===== config.mk =====
export PLATFORM = sky130hd
export DESIGN_NAME = load_result
export DESIGN_NICKNAME = d
export VERILOG_FILES = /design/src/cache_pkg.sv /design/src/mem_bus_pkg.sv /design/src/load_result.sv
export SDC_FILE = /design/constraint.sdc
export NUM_CORES = 1
export LEC_CHECK = 0
export ABC_AREA = 1
export ABC_CLOCK_PERIOD_IN_PS = 900
export BUFFER_PORTS_ARGS = -buffer_cell sky130_fd_sc_hd__buf_2
export CAP_MARGIN = 25
export CELL_PAD_IN_SITES_DETAIL_PLACEMENT = 1
export CELL_PAD_IN_SITES_GLOBAL_PLACEMENT = 2
export CORE_MARGIN = 1
export CORE_UTILIZATION = 10
export DETAILED_ROUTE_END_ITERATION = 6
export MAX_ROUTING_LAYER = met4
export PLACE_DENSITY_LB_ADDON = 0.1
export RECOVER_POWER = 25
export REMOVE_ABC_BUFFERS = 1
export SYNTH_ARGS = -nofsm -noshare
export SYNTH_HDL_FRONTEND = slang
export SYNTH_SLANG_ARGS = --single-unit

===== constraint.sdc =====
create_clock -name vclk -period 0.9
set_input_delay 0.045 -clock vclk [all_inputs]
set_output_delay 0.045 -clock vclk [all_outputs]
set_load 0.01 [all_outputs]

===== src/cache_pkg.sv =====
package cache_pkg;

    // geometry
    localparam int WAYS     = 2;
    localparam int SETS     = 256;
    localparam int BANKS    = 4;        // words per line
    localparam int INDEX_W  = 8;
    localparam int TAG_W    = 20;
    localparam int OFFSET_W = 4;

    localparam logic [7:0] LFSR_SEED = 8'h01;

    typedef logic [INDEX_W-1:0]        index_t;
    typedef logic [TAG_W-1:0]          tag_t;
    typedef logic [OFFSET_W-1:0]       offset_t;
    typedef logic [$clog2(BANKS)-1:0]  bank_t;
    typedef logic [31:0]               word_t;
    typedef logic [3:0]                wstrb_t;

    // tag array entry
    typedef struct packed {
        tag_t tag;
        logic valid;
    } tagv_t;

    // raw request from the core, op 1 = store
    typedef struct packed {
        logic    op;
        tag_t    tag;
        index_t  index;
        offset_t offset;
        wstrb_t  wstrb;
        word_t   wdata;
    } cpu_req_t;

    typedef struct packed {
        logic   op;
        tag_t   tag;
        index_t index;
        bank_t  bank;
        word_t  wdata;
        word_t  wmask;     // strobes expanded to bits
    } req_buf_t;

    typedef struct packed {
        logic                   valid;
        logic                   dirty;
        tag_t                   tag;
        word_t [BANKS-1:0]      line;
    } victim_t;

endpackage


===== src/mem_bus_pkg.sv =====
package mem_bus_pkg;

    localparam int BEATS_PER_LINE = 4;

    typedef logic [31:0] bus_addr_t;

    // one full line, word 0 in the low bits
    typedef logic [BEATS_PER_LINE-1:0][31:0] line_t;

    // refill beat from memory
    typedef struct packed {
        logic [31:0] data;
        logic        last;
    } beat_t;

    // write-back of a whole dirty line
    typedef struct packed {
        bus_addr_t addr;   // line aligned
        line_t     data;
    } wr_line_t;

endpackage


===== src/load_result.sv =====
`timescale 1ns/1ps

module load_result
    import cache_pkg::*;
    import mem_bus_pkg::*;
(
    input  logic     lookup,
    input  logic     hit,
    input  req_buf_t req_buf,
    input  logic     crit_beat,
    input  beat_t    ret,
    input  word_t    hit_word,
    output logic     data_ok,
    output word_t    rdata
);

    // stores finish in lookup even on a miss
    assign data_ok = (lookup && (hit || req_buf.op))
                  || (crit_beat && !req_buf.op);   // load miss, requested word

    assign rdata = lookup ? hit_word : ret.data;

endmodule


==> results.sh <==
export IMPL_finalHoldViolCount=0
export IMPL_status="finished clean"
export IMPL_start_util_pct=10.7
export IMPL_grt_pass1_wl_um=4200
export IMPL_ys_top_cells_by_count="nand2_1 (34), inv_1 (33), o21ai_2 (20), o21ai_0 (11), buf_6 (6)"
export IMPL_cp_top_family="buffers and inverters"
export IMPL_critPathSlowestCell="buf_12"
export IMPL_die_w_um=77.1
export IMPL_drive_gt1_share_pct=58.1
export IMPL_fin_nets=368
export IMPL_grt_ovfl_total=0
export IMPL_firstDrtPassIters=2
export IMPL_post_cts_setup_buffers=0
export IMPL_synth_area_leaders="o21ai_2 (31%), nand2_1 (23%), inv_1 (22%)"
export IMPL_regArea_um2=0
export IMPL_nFlopsAndLatches=0
export IMPL_hp_class="input pin to primary output"
export IMPL_cts_hold_buf=0
export IMPL_ios=196
export IMPL_ys_warn_count=0
export IMPL_grt_max_degree=34
export IMPL_grt_pass1_vias=1008
export IMPL_gp_congestion=0.648
export IMPL_synthesis_area_um2=564
export IMPL_synth_seq_area_share_pct=0
export IMPL_slew_headroom_pct=89.2
export IMPL_avgSynthCellArea_um2=5.27
export IMPL_worst_path_buf_inv=3
export IMPL_timing_worst_slew_pin_value_ns=0.160
export IMPL_period_share_pct=84.3
export IMPL_rsz0062_at_grt="no"
export IMPL_n_clock_buffer=0
export IMPL_antenna_found_initial=0
export IMPL_vdd_ir_drop_worst_v=0.000127
export IMPL_worst_slack_ns=0.141
export IMPL_track_usage_pct=8.39
export IMPL_hpwl_um=2140
export IMPL_internal_power_w=0.000262
export IMPL_syn_to_final_growth_pct=98.2
export IMPL_vias=969
export IMPL_final_min_clock_period_ns=0.759
export IMPL_p_sw_w=0.000265
export IMPL_wire_per_inst_um=8.64
export IMPL_p_clk_share_pct=0
export IMPL_p_seq_share_pct=0
export IMPL_fp_coreArea_um2=5270
export IMPL_powerDensity_nw_per_um2=472
export IMPL_routed_wl_um=2360
export IMPL_port_buffers=101
export IMPL_synth_top_area_share_pct=31.0
export IMPL_arrival_ns=0.71
export IMPL_crit_path_end_kind="primary output"
export IMPL_crit_chain="buf_2, buf_12, nand2_1, o21ai_2, clkbuf_1"
export IMPL_syn_instance_count=107
export IMPL_swShare_pct=50.3
export IMPL_max_freq_mhz=1320
export IMPL_critPathMaxStageDelay_ns=0.20
export IMPL_setup_tns_ns=0
export IMPL_ant_nets=0
export IMPL_pre_cts_ws_ns=0.159
export IMPL_p_leak_nw=0.731
export IMPL_drc=0
export IMPL_crit_path_start_kind="input pin"
export IMPL_n_antenna_cell=0
export IMPL_die_h_um=77.1
export IMPL_ys_types=7
export IMPL_viasPerCell=3.55
export IMPL_synth_most_common_cell="nand2_1"
export IMPL_p_comb_share_pct=100.0
export IMPL_finalSetupViolations=0
export IMPL_worstPathMaxFanout=32
export IMPL_drv_slew=0
export IMPL_maxCapViolCount=0
export IMPL_critPathRequiredTime_ns=0.85
export IMPL_synth_top_area_cell="o21ai_2"
export IMPL_drt_iter0_markers=7
export IMPL_dieArea_um2=5950
export IMPL_rows=26
export IMPL_cts_resized=0
export IMPL_worstSetupPathType="input pin to primary output"
-- area by class of cell --
type / count / area [um^2]
Fill cell: 721 / 4150
Multi-Input combinational cell: 67 / 368
Tap cell: 70 / 87.6
Inverter: 33 / 124
Timing Repair Buffer: 103 / 539
-- power groups by stage --
stage | Clock, W | Sequential (W) | Combinational [W]
2_1_floorplan | 0 | 0 | 0.000210
3_3_place_gp | 0 | 0 | 0.000529
3_5_place_dp | 0 | 0 | 0.000543
4_1_cts | 0 | 0 | 0.000546
5_1_grt | 0 | 0 | 0.000602
6_report | 0 | 0 | 0.000527
-- placed cells by master (no fill, tap or decap) --
| master | instances |
|---|---|
| buf_2 | 96 |
| nand2_1 | 34 |
| inv_1 | 33 |
| o21ai_2 | 20 |
| o21ai_0 | 11 |
| clkbuf_1 | 5 |
| o21ai_1 | 2 |
| buf_12 | 2 |
-- logic make-up (layout without fill, tap and decap cells) --
kind of cell / count (synthesis) / count (layout) / share of synthesized area (%)
simple gates: 34 / 34 / 22.6
compound gates: 33 / 33 / 42.6
buf+inv: 40 / 136 / 34.8
-- metal layers --
| layer | up-vias | share of wire, % | routed length [um] | global-route usage [%] |
|---|---|---|---|---|
| li1 | 513 | - | - | - |
| met1 | 398 | 39 | 930 | 9.44 |
| met2 | 58 | 53 | 1240 | 16.9 |
| met3 | 0 | 8.0 | 188 | 0.476 |
| met4 | 0 | 0 | 0 | 0 |
| met5 | - | 0 | 0 | - |
-- stage by stage --
stage / cell area [um^2] / hold WS, ns / utilization (%) / cells / power, W
floorplan: 492 / 0.147 / - / 100 / 0.000210
global placement: 1120 / 0.374 / 21.3 / 273 / 0.000529
detailed placement: 1120 / 0.380 / 21.3 / 273 / 0.000543
CTS: 1120 / 0.382 / 21.3 / 273 / 0.000546
global route: 1120 / 0.394 / 21.2 / 273 / 0.000602
finish: 1120 / 0.378 / 21.2 / 273 / 0.000527
-- path summary, 6_finish.rpt --
kind / startpoint / end / slack [ns] / cells after the start
min: hit_word[15] / rdata[15] / 0.38 / 4
max: lookup / rdata[14] / 0.14 / 5
No activity file was read; power rests on OpenSTA's default activity.
