$ cat src/cache_pkg.sv
package cache_pkg;

    // geometry
    localparam int WAYS     = 2;
    localparam int SETS     = 256;
    localparam int BANKS    = 4;        // words per line
    localparam int INDEX_W  = 8;
    localparam int TAG_W    = 20;
    localparam int OFFSET_W = 4;

    localparam logic [7:0] LFSR_SEED = 8'h01;

    typedef logic [INDEX_W-1:0]        index_t;
    typedef logic [TAG_W-1:0]          tag_t;
    typedef logic [OFFSET_W-1:0]       offset_t;
    typedef logic [$clog2(BANKS)-1:0]  bank_t;
    typedef logic [31:0]               word_t;
    typedef logic [3:0]                wstrb_t;

    // tag array entry
    typedef struct packed {
        tag_t tag;
        logic valid;
    } tagv_t;

    // raw request from the core, op 1 = store
    typedef struct packed {
        logic    op;
        tag_t    tag;
        index_t  index;
        offset_t offset;
        wstrb_t  wstrb;
        word_t   wdata;
    } cpu_req_t;

    typedef struct packed {
        logic   op;
        tag_t   tag;
        index_t index;
        bank_t  bank;
        word_t  wdata;
        word_t  wmask;     // strobes expanded to bits
    } req_buf_t;

    typedef struct packed {
        logic                   valid;
        logic                   dirty;
        tag_t                   tag;
        word_t [BANKS-1:0]      line;
    } victim_t;

endpackage

$ cat src/mem_bus_pkg.sv
package mem_bus_pkg;

    localparam int BEATS_PER_LINE = 4;

    typedef logic [31:0] bus_addr_t;

    // one full line, word 0 in the low bits
    typedef logic [BEATS_PER_LINE-1:0][31:0] line_t;

    // refill beat from memory
    typedef struct packed {
        logic [31:0] data;
        logic        last;
    } beat_t;

    // write-back of a whole dirty line
    typedef struct packed {
        bus_addr_t addr;   // line aligned
        line_t     data;
    } wr_line_t;

endpackage

$ cat src/miss_ctrl.sv
`timescale 1ns/1ps

module miss_ctrl
    import cache_pkg::*;
    import mem_bus_pkg::*;
(
    input  logic      clk,
    input  logic      resetn,
    input  logic      valid,
    input  req_buf_t  req_buf,
    input  logic      hit,
    input  victim_t   victim,
    input  logic      rd_rdy,
    input  logic      ret_valid,
    input  beat_t     ret,
    input  logic      wr_rdy,
    output logic      addr_ok,
    output logic      lookup,
    output logic      victim_way,
    output logic      refill_we,
    output bank_t     refill_bank,
    output logic      refill_last,
    output logic      crit_beat,
    output logic      rd_req,
    output bus_addr_t rd_addr,
    output logic      wr_req,
    output wr_line_t  wr_line
);

    // one-hot main FSM
    typedef enum logic [4:0] {
        S_IDLE    = 5'b00001,
        S_LOOKUP  = 5'b00010,
        S_MISS    = 5'b00100,
        S_REPLACE = 5'b01000,
        S_REFILL  = 5'b10000
    } state_t;

    state_t state_q;
    state_t state_d;
    logic [$clog2(BEATS_PER_LINE)-1:0] beat_cnt_q;
    logic       first_replace_q;
    logic [7:0] lfsr_q;
    logic       lfsr_fb;

    always_comb begin
        state_d = state_q;
        case (state_q)
            S_IDLE: begin
                if (valid) begin
                    state_d = S_LOOKUP;
                end
            end
            S_LOOKUP: begin
                state_d = hit ? S_IDLE : S_MISS;
            end
            S_MISS: begin
                if (wr_rdy) begin
                    state_d = S_REPLACE;   // write-back slot is free
                end
            end
            S_REPLACE: begin
                if (rd_rdy) begin
                    state_d = S_REFILL;
                end
            end
            S_REFILL: begin
                if (ret_valid && ret.last) begin
                    state_d = S_IDLE;
                end
            end
            default: state_d = S_IDLE;
        endcase
    end

    always_ff @(posedge clk) begin
        if (!resetn) begin
            state_q         <= S_IDLE;
            first_replace_q <= 1'b0;
        end else begin
            state_q         <= state_d;
            first_replace_q <= (state_q == S_MISS) && wr_rdy;
        end
    end

    // beat counter, wraps after last
    always_ff @(posedge clk) begin
        if (!resetn) begin
            beat_cnt_q <= '0;
        end else if (refill_last) begin
            beat_cnt_q <= '0;
        end else if (refill_we) begin
            beat_cnt_q <= beat_cnt_q + 1'b1;
        end
    end

    assign lfsr_fb = lfsr_q[7] ^ lfsr_q[5] ^ lfsr_q[4] ^ lfsr_q[3];

    always_ff @(posedge clk) begin
        if (!resetn) begin
            lfsr_q <= LFSR_SEED;
        end else if (refill_last) begin
            lfsr_q <= {lfsr_q[6:0], lfsr_fb};
        end
    end

    assign victim_way = lfsr_q[0];

    assign addr_ok     = (state_q == S_IDLE);
    assign lookup      = (state_q == S_LOOKUP);
    assign refill_we   = (state_q == S_REFILL) && ret_valid;
    assign refill_bank = beat_cnt_q;
    assign refill_last = refill_we && ret.last;
    assign crit_beat   = refill_we && (beat_cnt_q == req_buf.bank);

    assign rd_req  = (state_q == S_REPLACE);
    assign rd_addr = {req_buf.tag, req_buf.index, 4'b0};

    // victim is still intact here, refill writes come later
    assign wr_req       = first_replace_q && victim.valid && victim.dirty;
    assign wr_line.addr = {victim.tag, req_buf.index, 4'b0};
    assign wr_line.data = victim.line;

endmodule

$ cat config.mk
export PLATFORM = sky130hd
export DESIGN_NAME = miss_ctrl
export DESIGN_NICKNAME = d
export VERILOG_FILES = /design/src/cache_pkg.sv /design/src/mem_bus_pkg.sv /design/src/miss_ctrl.sv
export SDC_FILE = /design/constraint.sdc
export NUM_CORES = 1
export LEC_CHECK = 0
export BUFFER_PORTS_ARGS = -buffer_cell sky130_fd_sc_hd__buf_2
export CAP_MARGIN = 20
export CORE_AREA = 10 10 182 184
export CTS_CLUSTER_SIZE = 25
export DETAILED_ROUTE_END_ITERATION = 12
export DIE_AREA = 0 0 192 194
export GPL_ROUTABILITY_DRIVEN = 1
export GPL_TIMING_DRIVEN = 0
export SLEW_MARGIN = 15
export SYNTH_ARGS = -nofsm -noshare
export SYNTH_HDL_FRONTEND = slang
export SYNTH_SLANG_ARGS = --single-unit
$ cat constraint.sdc
create_clock -name clk -period 1.69 [get_ports clk]
set_clock_uncertainty 0.1 [all_clocks]
set_input_delay 0.0845 -clock clk [delete_from_list [all_inputs] [get_ports clk]]
set_output_delay 0.0845 -clock clk [all_outputs]
set_load 0.05 [all_outputs]
==> results of run 1 <==
-- what timing repair did --
item                                   CTS  global route
setup endpoints to repair                2             5
pin swaps                                1             4
endpoints found under the hold margin    2             0
hold buffers                             2             0
resized for setup                        3             8
-- final timing paths --
check              endpoint        from  slack [ps]
setup reg to reg  lfsr_q[0]  state_q[0]         160
setup / recovery     lookup  state_q[4]          50
hold / removal    lfsr_q[1]      resetn          30
hold reg to reg   lfsr_q[0]   lfsr_q[0]         410
-- power by group --
part | internal, mW | switching, mW
clock network | 0.359 | 0.150
registers | 0.383 | 0.0126
logic | 0.470 | 1.08
total | 1.21 | 1.24
-- per-layer routing --
layer  GRT usage  routed length [µm]  vias to the layer above
met3      0.0353                1880                        6
met1      0.0467                3470                      952
met2       0.107                6290                      210
met4     0.00572                  66                        2
li1            -                   -                     1107
met5           0                   7                        -
-- kinds of logic after synthesis --
logic type | Yosys count
flip-flops | 16
other | 1
AO/OA/AOI/OAI | 10
AND/OR/NAND/NOR | 39
multiplexers | 8
buffers and inverters | 196
XOR/XNOR | 7
-- cells in the final DEF, fill, tap and decap left out, drive strengths merged --
cell type      n
o21a           1
nand4          2
nand3b         1
and3           2
or2b           1
dlygate4sd3    2
and4           1
inv            2
nand3          2
o22ai          1
o2bb2ai        1
diode          1
o21ai          3
buf          397
xor2           5
mux2i          8
o311ai         1
nor2           9
o31a           1
o221ai         1
nor3b          2
conb           8
or3            2
nor3           2
xnor2          2
a22oi          1
clkbuf         6
nand2          4
nor2b          9
and2b          1
dfxtp         16
nand2b         1
-- sequential cells by signal (all words and copies together) (netlist names) --
| register | count |
|---|---|
| first_replace_q | 1 |
| lfsr_q | 8 |
| refill_bank | 2 |
| state_q | 5 |
-- stage by stage --
| step | setup slack, ps | hold slack, ps | std cells | setup TNS, ps |
|---|---|---|---|---|
| global placement | 146 | 229 | 879 | 0 |
| global route | -20.2 | 53.1 | 885 | -20.2 |
| finish | 54.5 | 28.7 | 886 | 0 |
| CTS | -23.2 | 34.0 | 885 | -23.2 |
| floorplan | -1.80 | 98.3 | 284 | -1.80 |
| detailed placement | 131 | 231 | 879 | 0 |
-- final cells by class --
cell class / count / area [µm²] / area share
antenna: 1 / 2.50 / 0.000632
buffer: 194 / 1470 / 0.370
clock buffer: 4 / 88.8 / 0.0224
inverter: 2 / 7.51 / 0.00190
multi-input combinational: 72 / 508 / 0.128
sequential: 16 / 328 / 0.0828
tap: 390 / 488 / 0.123
timing repair buffer: 207 / 1070 / 0.270
==> results.py, run 1 <==
metrics = {
    "run_status": {
        "status": "finished, final reports clean",
    },
    "layout": {
        "drive_gt1_frac": 0.836,
        "fill_cells": 3364,
        "fin_util": 0.135,
        "layout.nets": 781,
        "area_growth_pct": 75.4,
        "finalInstanceArea_um2": 3960,
    },
    "power": {
        "peakVddDrop_uv": 270,
        "total_power_mw": 2.46,
        "pwr_density_cell_nw_per_um2": 621,
        "cellLeakagePower_nw": 2.13,
    },
    "critical_path": {
        "worstSetupPathType": "reg2out",
        "crit_chain": "or3_4 > nor3b_4 > clkbuf_4",
        "cp.depth": 3,
        "crit_buf_inv": 1,
        "end_kind": "output port",
        "crit_arrival_ps": 1450,
        "required_ps": 1510,
        "path_max_fanout": 5,
        "crit_family": "simple AND/OR/NAND/NOR gates",
        "rr_worst_depth": 5,
        "startpoint_type": "flop",
        "slowest_delay_ps": 420,
        "cp_slowest_cell": "or3_4",
    },
    "route": {
        "firstDrtPassIters": 4,
        "vias_per_cell": 2.57,
        "wl_per_cell_um": 13.2,
        "via_count": 2277,
        "drtIter0Drc": 55,
        "drt_wl_total_um": 11700,
        "ant_nets": 0,
        "drc": 0,
    },
    "synth": {
        "synth.most_common_cell": "buf_4",
        "synthAdderAreaFrac": 0,
        "synth-edff-count": 0,
        "synthMuxAreaShare": 0.0355,
        "ys_seq_area_frac": 0.142,
        "synth-seq-cells": 16,
        "netlist_top_cells_count": "buf_4, dfxtp_1, nor2_1",
        "synth_flop_cell": "dfxtp_1",
        "synth.area.top_cells": "buf_4, dfxtp_1, mux2i_1, nor2b_1, xor2_1",
        "synthArstFlopShare": 0,
        "syn_area_um2": 2260,
        "yosys.area.top_type": "buf_4",
        "yosysWarnings": 0,
        "synthSimpleGateAreaFrac": 0.109,
        "synth-compound-area-share": 0.0316,
        "netlist_instances": 277,
        "syn_area_per_cell_um2": 8.14,
        "synth_top_cell_area_share": 0.639,
        "synth_top_family_by_area": "buffers and inverters",
        "synth_cell_types": 36,
        "synthXorXnorAreaFrac": 0.0272,
    },
    "place": {
        "dpl_cell_area_um2": 3810,
        "gp_congestion": 0.787,
        "portBuffers": 205,
        "dp_hpwl_um": 11100,
    },
    "timing": {
        "rsz0062_at_grt": "yes",
        "post-route-period-util": 0.968,
        "timing.final.hold_violations": 0,
        "min_period_ps": 1640,
        "slew_violations": 0,
        "max_freq_mhz": 611,
        "setup_viol": 0,
    },
    "run": {
        "drv_cap": 0,
    },
    "cts": {
        "clock_latency_ps": 240,
        "cts_sinks": 16,
        "cts.clk_slew.worst_paths_ps": 50,
        "numCtsBuffers": 3,
        "cts_tree": "yes",
        "cts-root-buf": "clkbuf_16",
        "cts.htree.levels": 1,
        "cts_setup_buffers": 0,
        "max-clock-path-buffers": 2,
    },
    "grt": {
        "grt_pass1_wl_um": 15900,
        "first_global_vias": 2588,
        "grt_remaining_overflow": 0,
        "grt_max_degree": 11,
        "grt_use_total": 0.0550,
        "grt_antenna_before_repair": 2,
    },
    "die": {
        "die_height_um": 194,
        "rows": 63,
        "start_util": 0.0767,
        "boundaryPins": 487,
        "coreArea_um2": 29400,
        "dieArea_um2": 37200,
        "die_w_um": 192,
    },
    "min_path": {
        "hp-class": "in2reg",
        "whs_path_depth": 2,
    },
}
No activity file was read; power rests on OpenSTA's default activity.
==> run 2: changes to the inputs <==
Settings changed: ABC_CLOCK_PERIOD_IN_PS set to 1690, REMOVE_ABC_BUFFERS set to 1.
==> run 2 against run 1 <==
Against the previous run: die area did not move; routed wire length grew to 3.1 times the previous value; via count shrank 48%; clock power rose by 2%; sequential share of layout area grew 12 points; worst setup slack worse by 15 ps; count of clock-buffer cells in the layout unchanged; sequential power is essentially flat; cell count shrank 42%; fmax decreased by 0.90%; worst hold slack better by 5.0 ps; critical endpoint unchanged.
==> results.py, run 2 (same netlist as run 1, synthesis figures left out) <==
metrics = {
    "critical_path": {
        "startpoint_type": "flop",
        "crit_buf_inv": 1,
        "path_max_fanout": 5,
        "crit_arrival_ps": 1470,
        "worstSetupPathType": "reg2out",
        "r2r-start": "state_q[3]",
        "cp-startpoint": "state_q[2]",
        "crit_chain": "or3_4 > nor3b_2 > buf_6",
        "rr_worst_depth": 5,
        "crit_family": "simple AND/OR/NAND/NOR gates",
        "cp_slowest_cell": "or3_4",
        "cp.depth": 3,
        "slowest_delay_ps": 420,
        "required_ps": 1510,
        "end_kind": "output port",
    },
    "timing": {
        "min_period_ps": 1650,
        "slew_violations": 0,
        "rsz0062_at_grt": "yes",
        "hold_slack_ps": 33.7,
        "max_freq_mhz": 606,
        "setup_viol": 0,
        "timing.final.hold_violations": 0,
        "post-route-period-util": 0.977,
    },
    "die": {
        "dieArea_um2": 37200,
        "die_height_um": 194,
        "boundaryPins": 487,
        "start_util": 0.0767,
        "rows": 63,
        "die_w_um": 192,
        "coreArea_um2": 29400,
    },
    "route": {
        "drtIter0Drc": 86,
        "wl_per_cell_um": 72.1,
        "firstDrtPassIters": 4,
        "via_count": 1191,
        "drt_wl_total_um": 36800,
        "ant_nets": 0,
        "drc": 0,
        "vias_per_cell": 2.34,
    },
    "grt": {
        "grt_antenna_before_repair": 1,
        "grt_max_degree": 16,
        "grt_remaining_overflow": 0,
        "first_global_vias": 1072,
        "grt_use_total": 0.187,
        "grt_pass1_wl_um": 38700,
    },
    "layout": {
        "drive_gt1_frac": 0.300,
        "top_register": "lfsr_q",
        "area_growth_pct": -30.4,
        "multi_input_area_um2": 499,
        "final_common_cell": "buf_2",
        "antenna_cells": 0,
        "finalInstanceArea_um2": 1570,
        "layout.cells.non_filler": 510,
        "seq_area_um2": 322,
        "largest_reg_flops": 8,
        "layout_common_cells": "buf_2, dfxtp_1, nor2_1",
        "fill_cells": 3447,
        "layout.nets": 406,
    },
    "cts": {
        "cts.htree.levels": 1,
        "clock_latency_ps": 250,
        "max-clock-path-buffers": 2,
        "cts.clk_slew.worst_paths_ps": 50,
        "cts-root-buf": "clkbuf_16",
        "cts_sinks": 16,
        "cts_tree": "yes",
        "numCtsBuffers": 3,
    },
    "min_path": {
        "hp-class": "in2reg",
        "hp-start": "rd_rdy",
        "whs_path_depth": 3,
    },
    "power": {
        "pwr_density_cell_nw_per_um2": 672,
        "cellLeakagePower_nw": 0.482,
        "peakVddDrop_uv": 275,
    },
    "place": {
        "portBuffers": 21,
        "gp_congestion": 1.17,
        "placed_cells": 501,
        "dpl_cell_area_um2": 1410,
        "dp_hpwl_um": 35900,
    },
    "run_status": {
        "status": "finished, final reports clean",
    },
    "run": {
        "drv_cap": 0,
    },
}
-- run 2: cell types whose count changed in the layout (fill, tap and decap cells not counted), moves of 2 or more --
cell,previous run,this run
buf_12,2,0
buf_2,202,17
buf_4,192,5
dfxtp_1,12,15
dfxtp_2,3,1
-- run 2: layout make-up --
class,count,area share
inverter,2,0.00478
clock buffer,4,0.0566
timing repair buffer,26,0.105
multi-input combinational,72,0.318
sequential,16,0.205
tap,390,0.311
-- run 2: layer usage --
metal | vias to the layer above | share of wire | global-route usage
met2 | 335 | 0.56 | 0.369
met3 | 47 | 0.29 | 0.254
met1 | 447 | 0.074 | 0.0377
met5 | - | 0.0023 | 0.0206
met4 | 4 | 0.074 | 0.112
li1 | 358 | - | -
-- run 2: timing repair --
action | 4_1_cts | 5_1_grt
endpoints found under the hold margin | 2 | 0
setup endpoints to repair | 4 | 8
gates resized for setup | 7 | 3
pin swaps | 4 | 1
hold buffers | 2 | 0
buffers inserted | 2 | 1
-- run 2: per-stage QoR --
| step | utilization | power, mW | setup WS [ps] | setup TNS [ps] |
|---|---|---|---|---|
| 2_1_floorplan | - | 0.492 | -382 | -770 |
| 3_3_place_gp | 0.0480 | 0.526 | 79.3 | 0 |
| 3_5_place_dp | 0.0480 | 0.527 | 105 | 0 |
| 4_1_cts | 0.0529 | 1.06 | 1.23 | 0 |
| 5_1_grt | 0.0534 | 1.08 | -14.7 | -14.7 |
| 6_report | 0.0534 | 1.05 | 39.7 | 0 |
-- run 2: tightest hold or removal path, cell delays in order --
cell       delay [ps]
buf_2             110
nor2_1             50
o2bb2ai_1         100
-- run 2: final timing paths --
kind                      to  slack [ps]
setup / recovery      lookup          40
hold / removal    state_q[3]          30
setup reg to reg   lfsr_q[0]         140
hold reg to reg    lfsr_q[0]         400
-- run 2: where the power goes --
group          switching (mW)  total (mW)  leakage, nW  internal [mW]
combinational          0.0954       0.139        0.308         0.0436
sequential             0.0115       0.395        0.130          0.383
clock                   0.160       0.521       0.0442          0.360
