<file path="src/cache_pkg.sv">
package cache_pkg;

    // geometry
    localparam int WAYS     = 2;
    localparam int SETS     = 256;
    localparam int BANKS    = 4;        // words per line
    localparam int INDEX_W  = 8;
    localparam int TAG_W    = 20;
    localparam int OFFSET_W = 4;

    localparam logic [7:0] LFSR_SEED = 8'h01;

    typedef logic [INDEX_W-1:0]        index_t;
    typedef logic [TAG_W-1:0]          tag_t;
    typedef logic [OFFSET_W-1:0]       offset_t;
    typedef logic [$clog2(BANKS)-1:0]  bank_t;
    typedef logic [31:0]               word_t;
    typedef logic [3:0]                wstrb_t;

    // tag array entry
    typedef struct packed {
        tag_t tag;
        logic valid;
    } tagv_t;

    // raw request from the core, op 1 = store
    typedef struct packed {
        logic    op;
        tag_t    tag;
        index_t  index;
        offset_t offset;
        wstrb_t  wstrb;
        word_t   wdata;
    } cpu_req_t;

    typedef struct packed {
        logic   op;
        tag_t   tag;
        index_t index;
        bank_t  bank;
        word_t  wdata;
        word_t  wmask;     // strobes expanded to bits
    } req_buf_t;

    typedef struct packed {
        logic                   valid;
        logic                   dirty;
        tag_t                   tag;
        word_t [BANKS-1:0]      line;
    } victim_t;

endpackage

</file>
<file path="src/req_decode.sv">
`timescale 1ns/1ps

module req_decode
    import cache_pkg::*;
(
    input  logic     clk,
    input  logic     resetn,
    input  logic     valid,
    input  cpu_req_t req,
    input  logic     addr_ok,
    output req_buf_t req_buf,
    output index_t   ram_index
);

    req_buf_t dec;

    always_comb begin
        dec.op    = req.op;
        dec.tag   = req.tag;
        dec.index = req.index;
        dec.bank  = req.offset[3:2];   // word within the line
        dec.wdata = req.wdata;
        for (int i = 0; i < 4; i++) begin
            dec.wmask[8*i +: 8] = {8{req.wstrb[i]}};
        end
    end

    always_ff @(posedge clk) begin
        if (!resetn) begin
            req_buf <= '0;
        end else if (valid && addr_ok) begin
            req_buf <= dec;
        end
    end

    // arrays read the new index while idle so tags are ready in lookup
    assign ram_index = addr_ok ? req.index : req_buf.index;

endmodule

</file>
<file path="config.mk">
export PLATFORM = sky130hd
export DESIGN_NAME = req_decode
export DESIGN_NICKNAME = d
export VERILOG_FILES = /design/src/cache_pkg.sv /design/src/req_decode.sv
export SDC_FILE = /design/constraint.sdc
export NUM_CORES = 1
export LEC_CHECK = 0
export BUFFER_PORTS_ARGS = -buffer_cell sky130_fd_sc_hd__buf_2
export CORE_ASPECT_RATIO = 1.5
export CORE_UTILIZATION = 30
export DETAILED_ROUTE_END_ITERATION = 8
export PLACE_DENSITY_LB_ADDON = 0.1
export SYNTH_ARGS = -nofsm -noshare
export SYNTH_HDL_FRONTEND = slang
export SYNTH_SLANG_ARGS = --single-unit
</file>
<file path="constraint.sdc">
create_clock -name clk -period 1.5 [get_ports clk]
set_input_delay 0.15 -clock clk [delete_from_list [all_inputs] [get_ports clk]]
set_output_delay 0.15 -clock clk [all_outputs]
set_load 0.02 [all_outputs]
</file>
==> impl_metrics.yaml, run 1 <==
run:
  maxCapViolations: 0
sta:
  tightest_slew_ns: 0.436
  post-route-period-util: 0.807
  slew_headroom: 0.709
  hold_violations: 0
  fin_worst_skew_ns: 0
  clock.fmax_mhz: 826
  setup_viol: 0
  maxSlewViolCount: 0
  period_needed_ns: 1.21
  finalSetupTns_ns: 0
  grt_setup_unrepaired: "false"
global_route:
  grt_max_degree: 89
  overflow: 0
  grt_pass1_vias: 2482
  track_usage: 0.158
  antenna_found_initial: 0
  grt_first_pass_wirelength_mm: 12.0
cts:
  clock-sinks: 67
  cts_resized: 0
  cts_root_buffer: "clkbuf_16"
  holdBufCountCts: 0
  clk_latency_ns: 0.32
  cts_buffer_depth: 2
  cts_setup_buffers: 0
  clk_pin_slew_ns: 0.05
  htree_levels: 3
  cts_buffers: 9
  cts_tree: "done"
route:
  drtAntennaViolNets: 0
  drt_iter0_drc: 93
  dr_wl_met2_mm: 3.62
  remaining_drc_errors: 0
  num_vias: 2881
  routed_wl_mm: 7.66
  routed-wl-met3_um: 564
  wire_per_inst_um: 13.0
  wirelength_met1_mm: 3.27
  drt_first_pass_iters: 4
  highest_layer: "met4"
  vias_per_cell: 4.87
place:
  routabilityCongestion: 0.723
  place_area_sq_um: 3590
  portBuffers: 173
  hpwl_mm: 5.24
layout:
  largest-register: "req_buf"
  top_regs: "req_buf x67"
  finish.utilization: 0.423
  area_growth_pct: 37.8
  drive_gt1_frac: 0.438
  n_antenna_cell: 0
  largest_reg_flops: 67
  fin_nets: 547
  final_area_sq_um: 3920
critical_path:
  critPathLaunchType: "register"
  r2r_cells: 2
  worstPathRequired_ns: 1.35
  path_max_fanout: 3
  arrival_ns: 1.06
  criticalPathCategory: "register to output port"
  cp-end-kind: "output port"
logic_synthesis:
  synth_top_area_cell: "dfxtp_1"
  synth_area_sq_um: 2840
  seq_area_frac_synth: 0.472
  syn_inst: 342
  synth_seq_cells: 67
  synth_area_leaders: "dfxtp_1 47%, nand4_1 15%, buf_4 9.2%"
  synthFlopType: "dfxtp_1"
  ys_async_sr_fraction: 0
  ys_types: 11
  yosys_warnings: 0
  synth_top_area_frac: 0.472
  synth_nets: 415
  synth_area_per_cell_sq_um: 8.32
  synthTopCellsByCount: "67 x dfxtp_1, 67 x nand2_1, 67 x nand4_1, 37 x o21ai_0, 35 x buf_4"
  synth-edff-count: 0
floorplanning:
  num_io_pins: 176
  initial_core_util: 0.307
  die_y_um: 121
  die_w_um: 81.5
  die_area_sq_um: 9880
  coreArea_sq_um: 9250
  core.rowCount: 43
hold_path:
  hold_depth: 3
  holdCritPathClass: "primary input to register"
power_and_ir_drop:
  leakage_nw: 1.85
  power-per-cell-area_nw_per_um2: 1240
  total_power_w: 0.00488
  ir_worst_vdd_mv: 0.840
outcome:
  status: "finished, final reports clean"
critical path, stage by stage (launching register included):
cell     delay (ns)
dfxtp_1        0.33
mux2_2         0.25
buf_2          0.16
layout by cell type (no fill, tap or decap), types with 2 or more instances in the layout:
cell type  instances
buf_12             3
buf_2            172
buf_4             11
bufinv_16          2
clkbuf_16          9
clkbuf_8           2
dfxtp_1           67
mux2_2             8
nand2_1           67
nand4_1           67
o21ai_0           37
o21ai_1           30
metrics by stage:
stage | worst slack (ns) | std cells | hold slack [ns]
2_1_floorplan | 0.611 | 342 | 0.293
3_5_place_dp | 0.266 | 575 | 0.384
6_report | 0.289 | 591 | 0.0501
4_1_cts | 0.274 | 591 | 0.0428
3_3_place_gp | 0.284 | 575 | 0.378
5_1_grt | 0.254 | 591 | 0.0547
metal layers:
metal / global-route usage / vias to the layer above
met4: 0.102 / 0
met5: 0 / -
met1: 0.191 / 1302
met2: 0.244 / 126
met3: 0.0391 / 12
li1: - / 1441
area by class of cell:
type | instances | area [sq um]
Clock inverter | 4 | 72.6
Sequential cell | 67 | 1340
Timing Repair Buffer | 186 | 1000
Clock buffer | 12 | 256
Fill cell | 981 | 5340
Multi-Input combinational cell | 210 | 1100
Tap cell | 112 | 140
where the power goes:
| part | switching [W] | leakage [nW] | total (W) | internal [W] |
|---|---|---|---|---|
| sequential | 0.0000485 | 0.548 | 0.00192 | 0.00187 |
| clock | 0.000737 | 0.159 | 0.00228 | 0.00154 |
| combinational | 0.000433 | 1.14 | 0.000682 | 0.000249 |
kinds of logic (layout without fill, tap and decap cells):
logic type,after synthesis,after routing,synth area share
buf+inv,65,202,0.140
compound gates,67,67,0.118
flops,67,67,0.472
mux,8,8,0.0317
simple gates,135,135,0.239
path summary, 6_finish.rpt:
| path | from | endpoint | slack, ns |
|---|---|---|---|
| hold reg to reg | req_buf[42] | req_buf[42] | 0.44 |
| setup / recovery | req_buf[66] | ram_index[0] | 0.29 |
| setup reg to reg | req_buf[23] | req_buf[23] | 0.78 |
| hold / removal | req[49] | req_buf[75] | 0.05 |
No activity file was read; power rests on OpenSTA's default activity.
==> run 2, diff against run 1 <==
--- a/config.mk
+++ b/config.mk
@@ -5,6 +5,7 @@
 export SDC_FILE = /design/constraint.sdc
 export NUM_CORES = 1
 export LEC_CHECK = 0
+export ABC_AREA = 1
 export BUFFER_PORTS_ARGS = -buffer_cell sky130_fd_sc_hd__buf_2
 export CORE_ASPECT_RATIO = 1.5
 export CORE_UTILIZATION = 30
==> constraint.sdc (replaced) <==
create_clock -name clk -period 1.2 [get_ports clk]
set_input_delay 0.12 -clock clk [delete_from_list [all_inputs] [get_ports clk]]
set_output_delay 0.12 -clock clk [all_outputs]
set_load 0.02 [all_outputs]
==> run 2 against run 1 <==
  * Synthesized area up 5.8%
  * Die area rose by 5.6%
  * Critical path type unchanged
  * Flip-flop and latch count stayed put
  * Largest cell class unchanged
  * Clock power rose by 6%
  * Worst setup slack lost 0.25 ns
  * Clock skew is the same
  * Worst hold slack got worse by 0.036 ns
  * First-iteration DRC count increased by 6.5%
  * Count of clock-buffer cells in the layout is 2 higher
  * Combinational power is 64% higher
==> impl_metrics.yaml, run 2 <==
sta:
  hold_violations: 0
  post-route-period-util: 0.965
  grt_setup_unrepaired: "true"
  maxSlewViolCount: 0
  tightest_slew_ns: 0.306
  slew_headroom: 0.796
  clock.fmax_mhz: 863
  fin_worst_skew_ns: 0
  setup_viol: 0
  finalSetupTns_ns: 0
  period_needed_ns: 1.16
logic_synthesis:
  synth_seq_cells: 67
  syn_inst: 471
  synth_nets: 544
  synth_top_area_cell: "dfxtp_1"
  synth_area_sq_um: 3010
  seq_area_frac_synth: 0.446
  synth_top_area_frac: 0.446
  synth_area_leaders: "dfxtp_1 45%, nor2_1 18%, nand2_1 16%"
  synthTopCellsByCount: "141 x nor2_1, 129 x nand2_1, 67 x dfxtp_1, 67 x inv_1, 28 x buf_4"
  yosysMostFrequentCell: "nor2_1"
  yosys_warnings: 0
  ys_types: 13
  synthFlopType: "dfxtp_1"
  synth-edff-count: 0
  synth_area_per_cell_sq_um: 6.39
  ys_async_sr_fraction: 0
cts:
  clock-sinks: 67
  holdBufCountCts: 0
  cts_root_buffer: "clkbuf_16"
  cts_buffers: 9
  htree_levels: 3
  clk_latency_ns: 0.32
  clk_pin_slew_ns: 0.05
  cts_tree: "done"
  cts_setup_buffers: 0
  cts_buffer_depth: 2
layout:
  fin_nets: 684
  final_area_sq_um: 4100
  finish.utilization: 0.423
  top_regs: "req_buf x67"
  largest-register: "req_buf"
  nFillCells: 1061
  largest_reg_flops: 67
  layout_commonest_cell: "buf_2"
  n_antenna_cell: 0
  area_growth_pct: 36.3
  drive_gt1_frac: 0.325
  mostFrequentLayoutCells: "167 x buf_2, 141 x nor2_1, 128 x nand2_1"
critical_path:
  path_max_fanout: 3
  r2r_cells: 4
  critPathLaunchType: "register"
  arrival_ns: 1.04
  r2r-end: "req_buf[7]"
  criticalPathCategory: "register to output port"
  cp-end-kind: "output port"
  r2r_slack_ns: 0.46
  crit_chain: "nor2_1 -> a21oi_1 -> buf_4"
  crit_start: "req_buf[68]"
  rr_startpoint: "req_buf[7]"
  worstPathRequired_ns: 1.08
  cpPeakStageDelay_ns: 0.33
  critPathSlowestCell: "dfxtp_2"
  cp-endpoint: "ram_index[2]"
global_route:
  track_usage: 0.149
  overflow: 0
  grt_pass1_vias: 2726
  grt_first_pass_wirelength_mm: 12.2
  antenna_found_initial: 0
  grt_max_degree: 68
place:
  routabilityCongestion: 0.706
  place_area_sq_um: 3800
  hpwl_mm: 5.19
  portBuffers: 173
floorplanning:
  die_area_sq_um: 10400
  core.rowCount: 44
  coreArea_sq_um: 9690
  die_w_um: 83.8
  num_io_pins: 176
  die_y_um: 125
  initial_core_util: 0.310
power_and_ir_drop:
  ir_worst_vdd_mv: 0.697
  leakage_nw: 2.51
  power-per-cell-area_nw_per_um2: 1460
route:
  drt_iter0_drc: 99
  vias_per_cell: 4.00
  drt_first_pass_iters: 4
  routed_wl_mm: 7.48
  num_vias: 2925
  remaining_drc_errors: 0
  drtAntennaViolNets: 0
  wire_per_inst_um: 10.2
outcome:
  status: "finished, final reports clean"
hold_path:
  holdCritPathClass: "primary input to register"
run:
  maxCapViolations: 0
run 2: changes by cell type in the layout (fill, tap and decap cells not counted), sizes merged, moves of 2 or more:
cell / delta
a21oi: +7
buf: -6
bufinv: -2
clkbuf: +2
inv: +68
mux2: -8
nand2: +62
nand3: +7
nand4: -67
nor2: +141
o21ai: -66
run 2: how the worst min path moves through the flow:
stage,end,cells past startpoint,from
floorplan,req_buf[15],2,req[33]
global placement,req_buf[82],3,req[56]
detailed placement,req_buf[44],3,req[12]
CTS,req_buf[54],3,req[22]
global route,req_buf[52],3,req[20]
finish,req_buf[37],3,req[5]
run 2: where the power goes:
part / leakage (nW) / switching (W) / internal (W) / total [W]
sequential: 0.555 / 0.0000845 / 0.00238 / 0.00247
combinational: 1.82 / 0.000708 / 0.000416 / 0.00112
clock: 0.137 / 0.000904 / 0.00150 / 0.00241
run 2: repair_timing:
action / in CTS / in global routing
endpoints found under the setup margin: 0 / 7
resized for setup: 0 / 12
hold endpoints to repair: 0 / 0
run 2: per-stage QoR:
stage                     total power, W  worst slack (ns)  instances  hold slack [ns]
after floorplan                  0.00328            0.0999        471            0.255
after global placement           0.00363             0.233        715            0.341
after detailed placement         0.00364             0.221        715            0.348
after CTS                        0.00611            0.0131        731       0.00000130
after global routing             0.00637           -0.0227        731          0.00330
final                            0.00600            0.0418        731           0.0145
run 2: cell families (layout without fill, tap and decap cells):
logic type      Yosys count  in the layout  share of synthesized area
simple gates            277            277                      0.349
compound gates            8              8                     0.0133
flops                    67             67                      0.446
buf+inv                 119            264                      0.192
run 2: final cells by class:
cell class                      instances  area, sq um  share of cell area
Multi-Input combinational cell        285         1100               0.267
Sequential cell                        67         1350               0.329
Clock inverter                          2         10.0             0.00244
Timing Repair Buffer                  180          983               0.240
Inverter                               68          255              0.0623
Tap cell                              115          144              0.0351
Clock buffer                           14          264              0.0644
run 2: critical path, delay by kind of cell (launching register included):
kind                   cells  cell delay [ns]
buffers and inverters      1             0.18
flip-flops                 1             0.33
AO/OA/AOI/OAI              1             0.16
AND/OR/NAND/NOR            1             0.04
run 2: per-layer routing:
| metal | routed length (um) | track usage | share of wire |
|---|---|---|---|
| met5 | 0 | 0 | 0 |
| met3 | 508 | 0.0457 | 0.068 |
| met2 | 3760 | 0.263 | 0.50 |
| met4 | 134 | 0.0688 | 0.018 |
| met1 | 3070 | 0.159 | 0.41 |
==> run 3, diff against run 2 <==
--- a/config.mk
+++ b/config.mk
@@ -7,10 +7,13 @@
 export LEC_CHECK = 0
 export ABC_AREA = 1
 export BUFFER_PORTS_ARGS = -buffer_cell sky130_fd_sc_hd__buf_2
+export CELL_PAD_IN_SITES_DETAIL_PLACEMENT = 2
+export CELL_PAD_IN_SITES_GLOBAL_PLACEMENT = 2
 export CORE_ASPECT_RATIO = 1.5
-export CORE_UTILIZATION = 30
+export CORE_UTILIZATION = 21
 export DETAILED_ROUTE_END_ITERATION = 8
 export PLACE_DENSITY_LB_ADDON = 0.1
 export SYNTH_ARGS = -nofsm -noshare
 export SYNTH_HDL_FRONTEND = slang
 export SYNTH_SLANG_ARGS = --single-unit
+export TNS_END_PERCENT = 1
==> run 3 against run 2 <==
  * Cell area up 3.4%
  * Clock skew is the same
  * Clock power is 16% higher
  * Flip-flop and latch count did not move
  * Register-to-register slack worse by 0.03 ns
  * Global-route usage decreased by 1.2 points
  * Count of clock-buffer cells in the layout unchanged
  * Routed wire length grew 32%
==> impl_metrics.yaml, run 3 (synthesis gave the netlist of run 2 again) <==
route:
  vias_per_cell: 3.98
  num_vias: 3208
  drt_iter0_drc: 52
  drt_first_pass_iters: 2
  remaining_drc_errors: 0
  wire_per_inst_um: 12.2
  routed_wl_mm: 9.84
  drtAntennaViolNets: 0
power_and_ir_drop:
  intPower_w: 0.00463
  leakage_nw: 2.53
  p_switching_w: 0.00179
  switching_share: 0.279
  p_seq_frac: 0.384
  clkPwrFrac: 0.434
  ir_worst_vdd_mv: 0.511
  power-per-cell-area_nw_per_um2: 1510
  p_comb_frac: 0.182
  total_power_w: 0.00642
layout:
  n_antenna_cell: 0
  layout_commonest_cell: "buf_2"
  top_regs: "req_buf x67"
  seq_area_sq_um: 1350
  drive_gt1_frac: 0.325
  mostFrequentLayoutCells: "165 x buf_2, 140 x nor2_1, 128 x nand2_1"
  largest-register: "req_buf"
  largest_reg_flops: 67
  area_growth_pct: 41.0
  multi_input_area_sq_um: 1100
  fin_nets: 684
  finish.utilization: 0.303
  nFillCells: 1721
sta:
  grt_setup_unrepaired: "true"
  maxSlewViolCount: 0
  post-route-period-util: 0.946
  period_needed_ns: 1.14
  fin_ws_ns: 0.0644
  setup_viol: 0
  fin_worst_skew_ns: 0
  hold_violations: 0
  slew_headroom: 0.789
  clock.fmax_mhz: 881
  tightest_slew_ns: 0.317
cts:
  cts_buffer_depth: 2
  clock-sinks: 67
  cts_tree: "done"
  cts_buffers: 9
  clk_pin_slew_ns: 0.06
  cts_resized: 2
  htree_levels: 3
  holdBufCountCts: 0
  cts_setup_buffers: 0
  clk_latency_ns: 0.33
  cts_root_buffer: "clkbuf_16"
global_route:
  antenna_found_initial: 0
  track_usage: 0.137
  grt_pass1_vias: 3356
  grt_use_met3: 0.0414
  overflow: 0
  top_usage_layer: "met2"
  grt_first_pass_wirelength_mm: 15.7
  grt_max_degree: 68
  met2_usage: 0.264
  grt_util_met1: 0.133
floorplanning:
  coreArea_sq_um: 14000
  die_area_sq_um: 14800
  initial_core_util: 0.215
  die_y_um: 149
  num_io_pins: 176
  core.rowCount: 53
  die_w_um: 99.7
critical_path:
  r2r_slack_ns: 0.43
  cp-endpoint: "ram_index[1]"
  worstPathRequired_ns: 1.08
  crit_start: "req_buf[67]"
  criticalPathCategory: "register to output port"
  cp-end-kind: "output port"
  rr_startpoint: "req_buf[24]"
  path_max_fanout: 3
  r2r-end: "req_buf[24]"
  arrival_ns: 1.02
  r2r_cells: 4
  critPathLaunchType: "register"
place:
  routabilityCongestion: 0.674
  hpwl_mm: 7.25
  place_ws_ns: 0.170
  portBuffers: 173
run:
  maxCapViolations: 0
hold_path:
  holdCritPathClass: "primary input to register"
outcome:
  status: "finished, final reports clean"
run 3: power by group through the flow:
| stage | combinational (W) | clock, W | sequential, W |
|---|---|---|---|
| final | 0.00117 | 0.00279 | 0.00247 |
| after global routing | 0.00130 | 0.00301 | 0.00249 |
| after floorplan | 0.000584 | 0 | 0.00270 |
| after CTS | 0.00119 | 0.00291 | 0.00247 |
| after global placement | 0.00114 | 0 | 0.00250 |
| after detailed placement | 0.00118 | 0 | 0.00252 |
run 3: worst max-delay path, stage by stage (launching register included):
cell     delay [ns]
dfxtp_2        0.35
nor2_2         0.05
a21oi_1        0.12
buf_4          0.17
run 3: layout make-up:
type,count,area share
clock buffer,14,0.0670
clock inverter,1,0.00708
inverter,68,0.0602
multi-input combinational,285,0.259
sequential,67,0.317
tap,192,0.0566
timing repair buffer,180,0.233
run 3: worst min-delay path by stage:
stage	cells past startpoint	startpoint	end
floorplan	2	req[33]	req_buf[15]
global placement	3	req[29]	req_buf[61]
detailed placement	3	req[33]	req_buf[15]
CTS	3	req[33]	req_buf[15]
global route	3	req[68]	req_buf[94]
finish	3	req[7]	req_buf[39]
run 3: through the flow:
step / TNS, ns / cells / instance area, sq um / hold WS (ns)
after floorplan: 0 / 471 / 3010 / 0.255
after global placement: 0 / 792 / 3900 / 0.342
after detailed placement: 0 / 792 / 3900 / 0.351
after CTS: 0 / 807 / 4220 / 0.00297
after global routing: -0.0393 / 807 / 4240 / 0.00947
final: 0 / 807 / 4240 / 0.0139
run 3: metal layers:
metal,vias up,share of wire
li1,1594,-
met1,1517,0.38
met2,89,0.55
met3,8,0.060
met4,0,0.013
met5,-,0
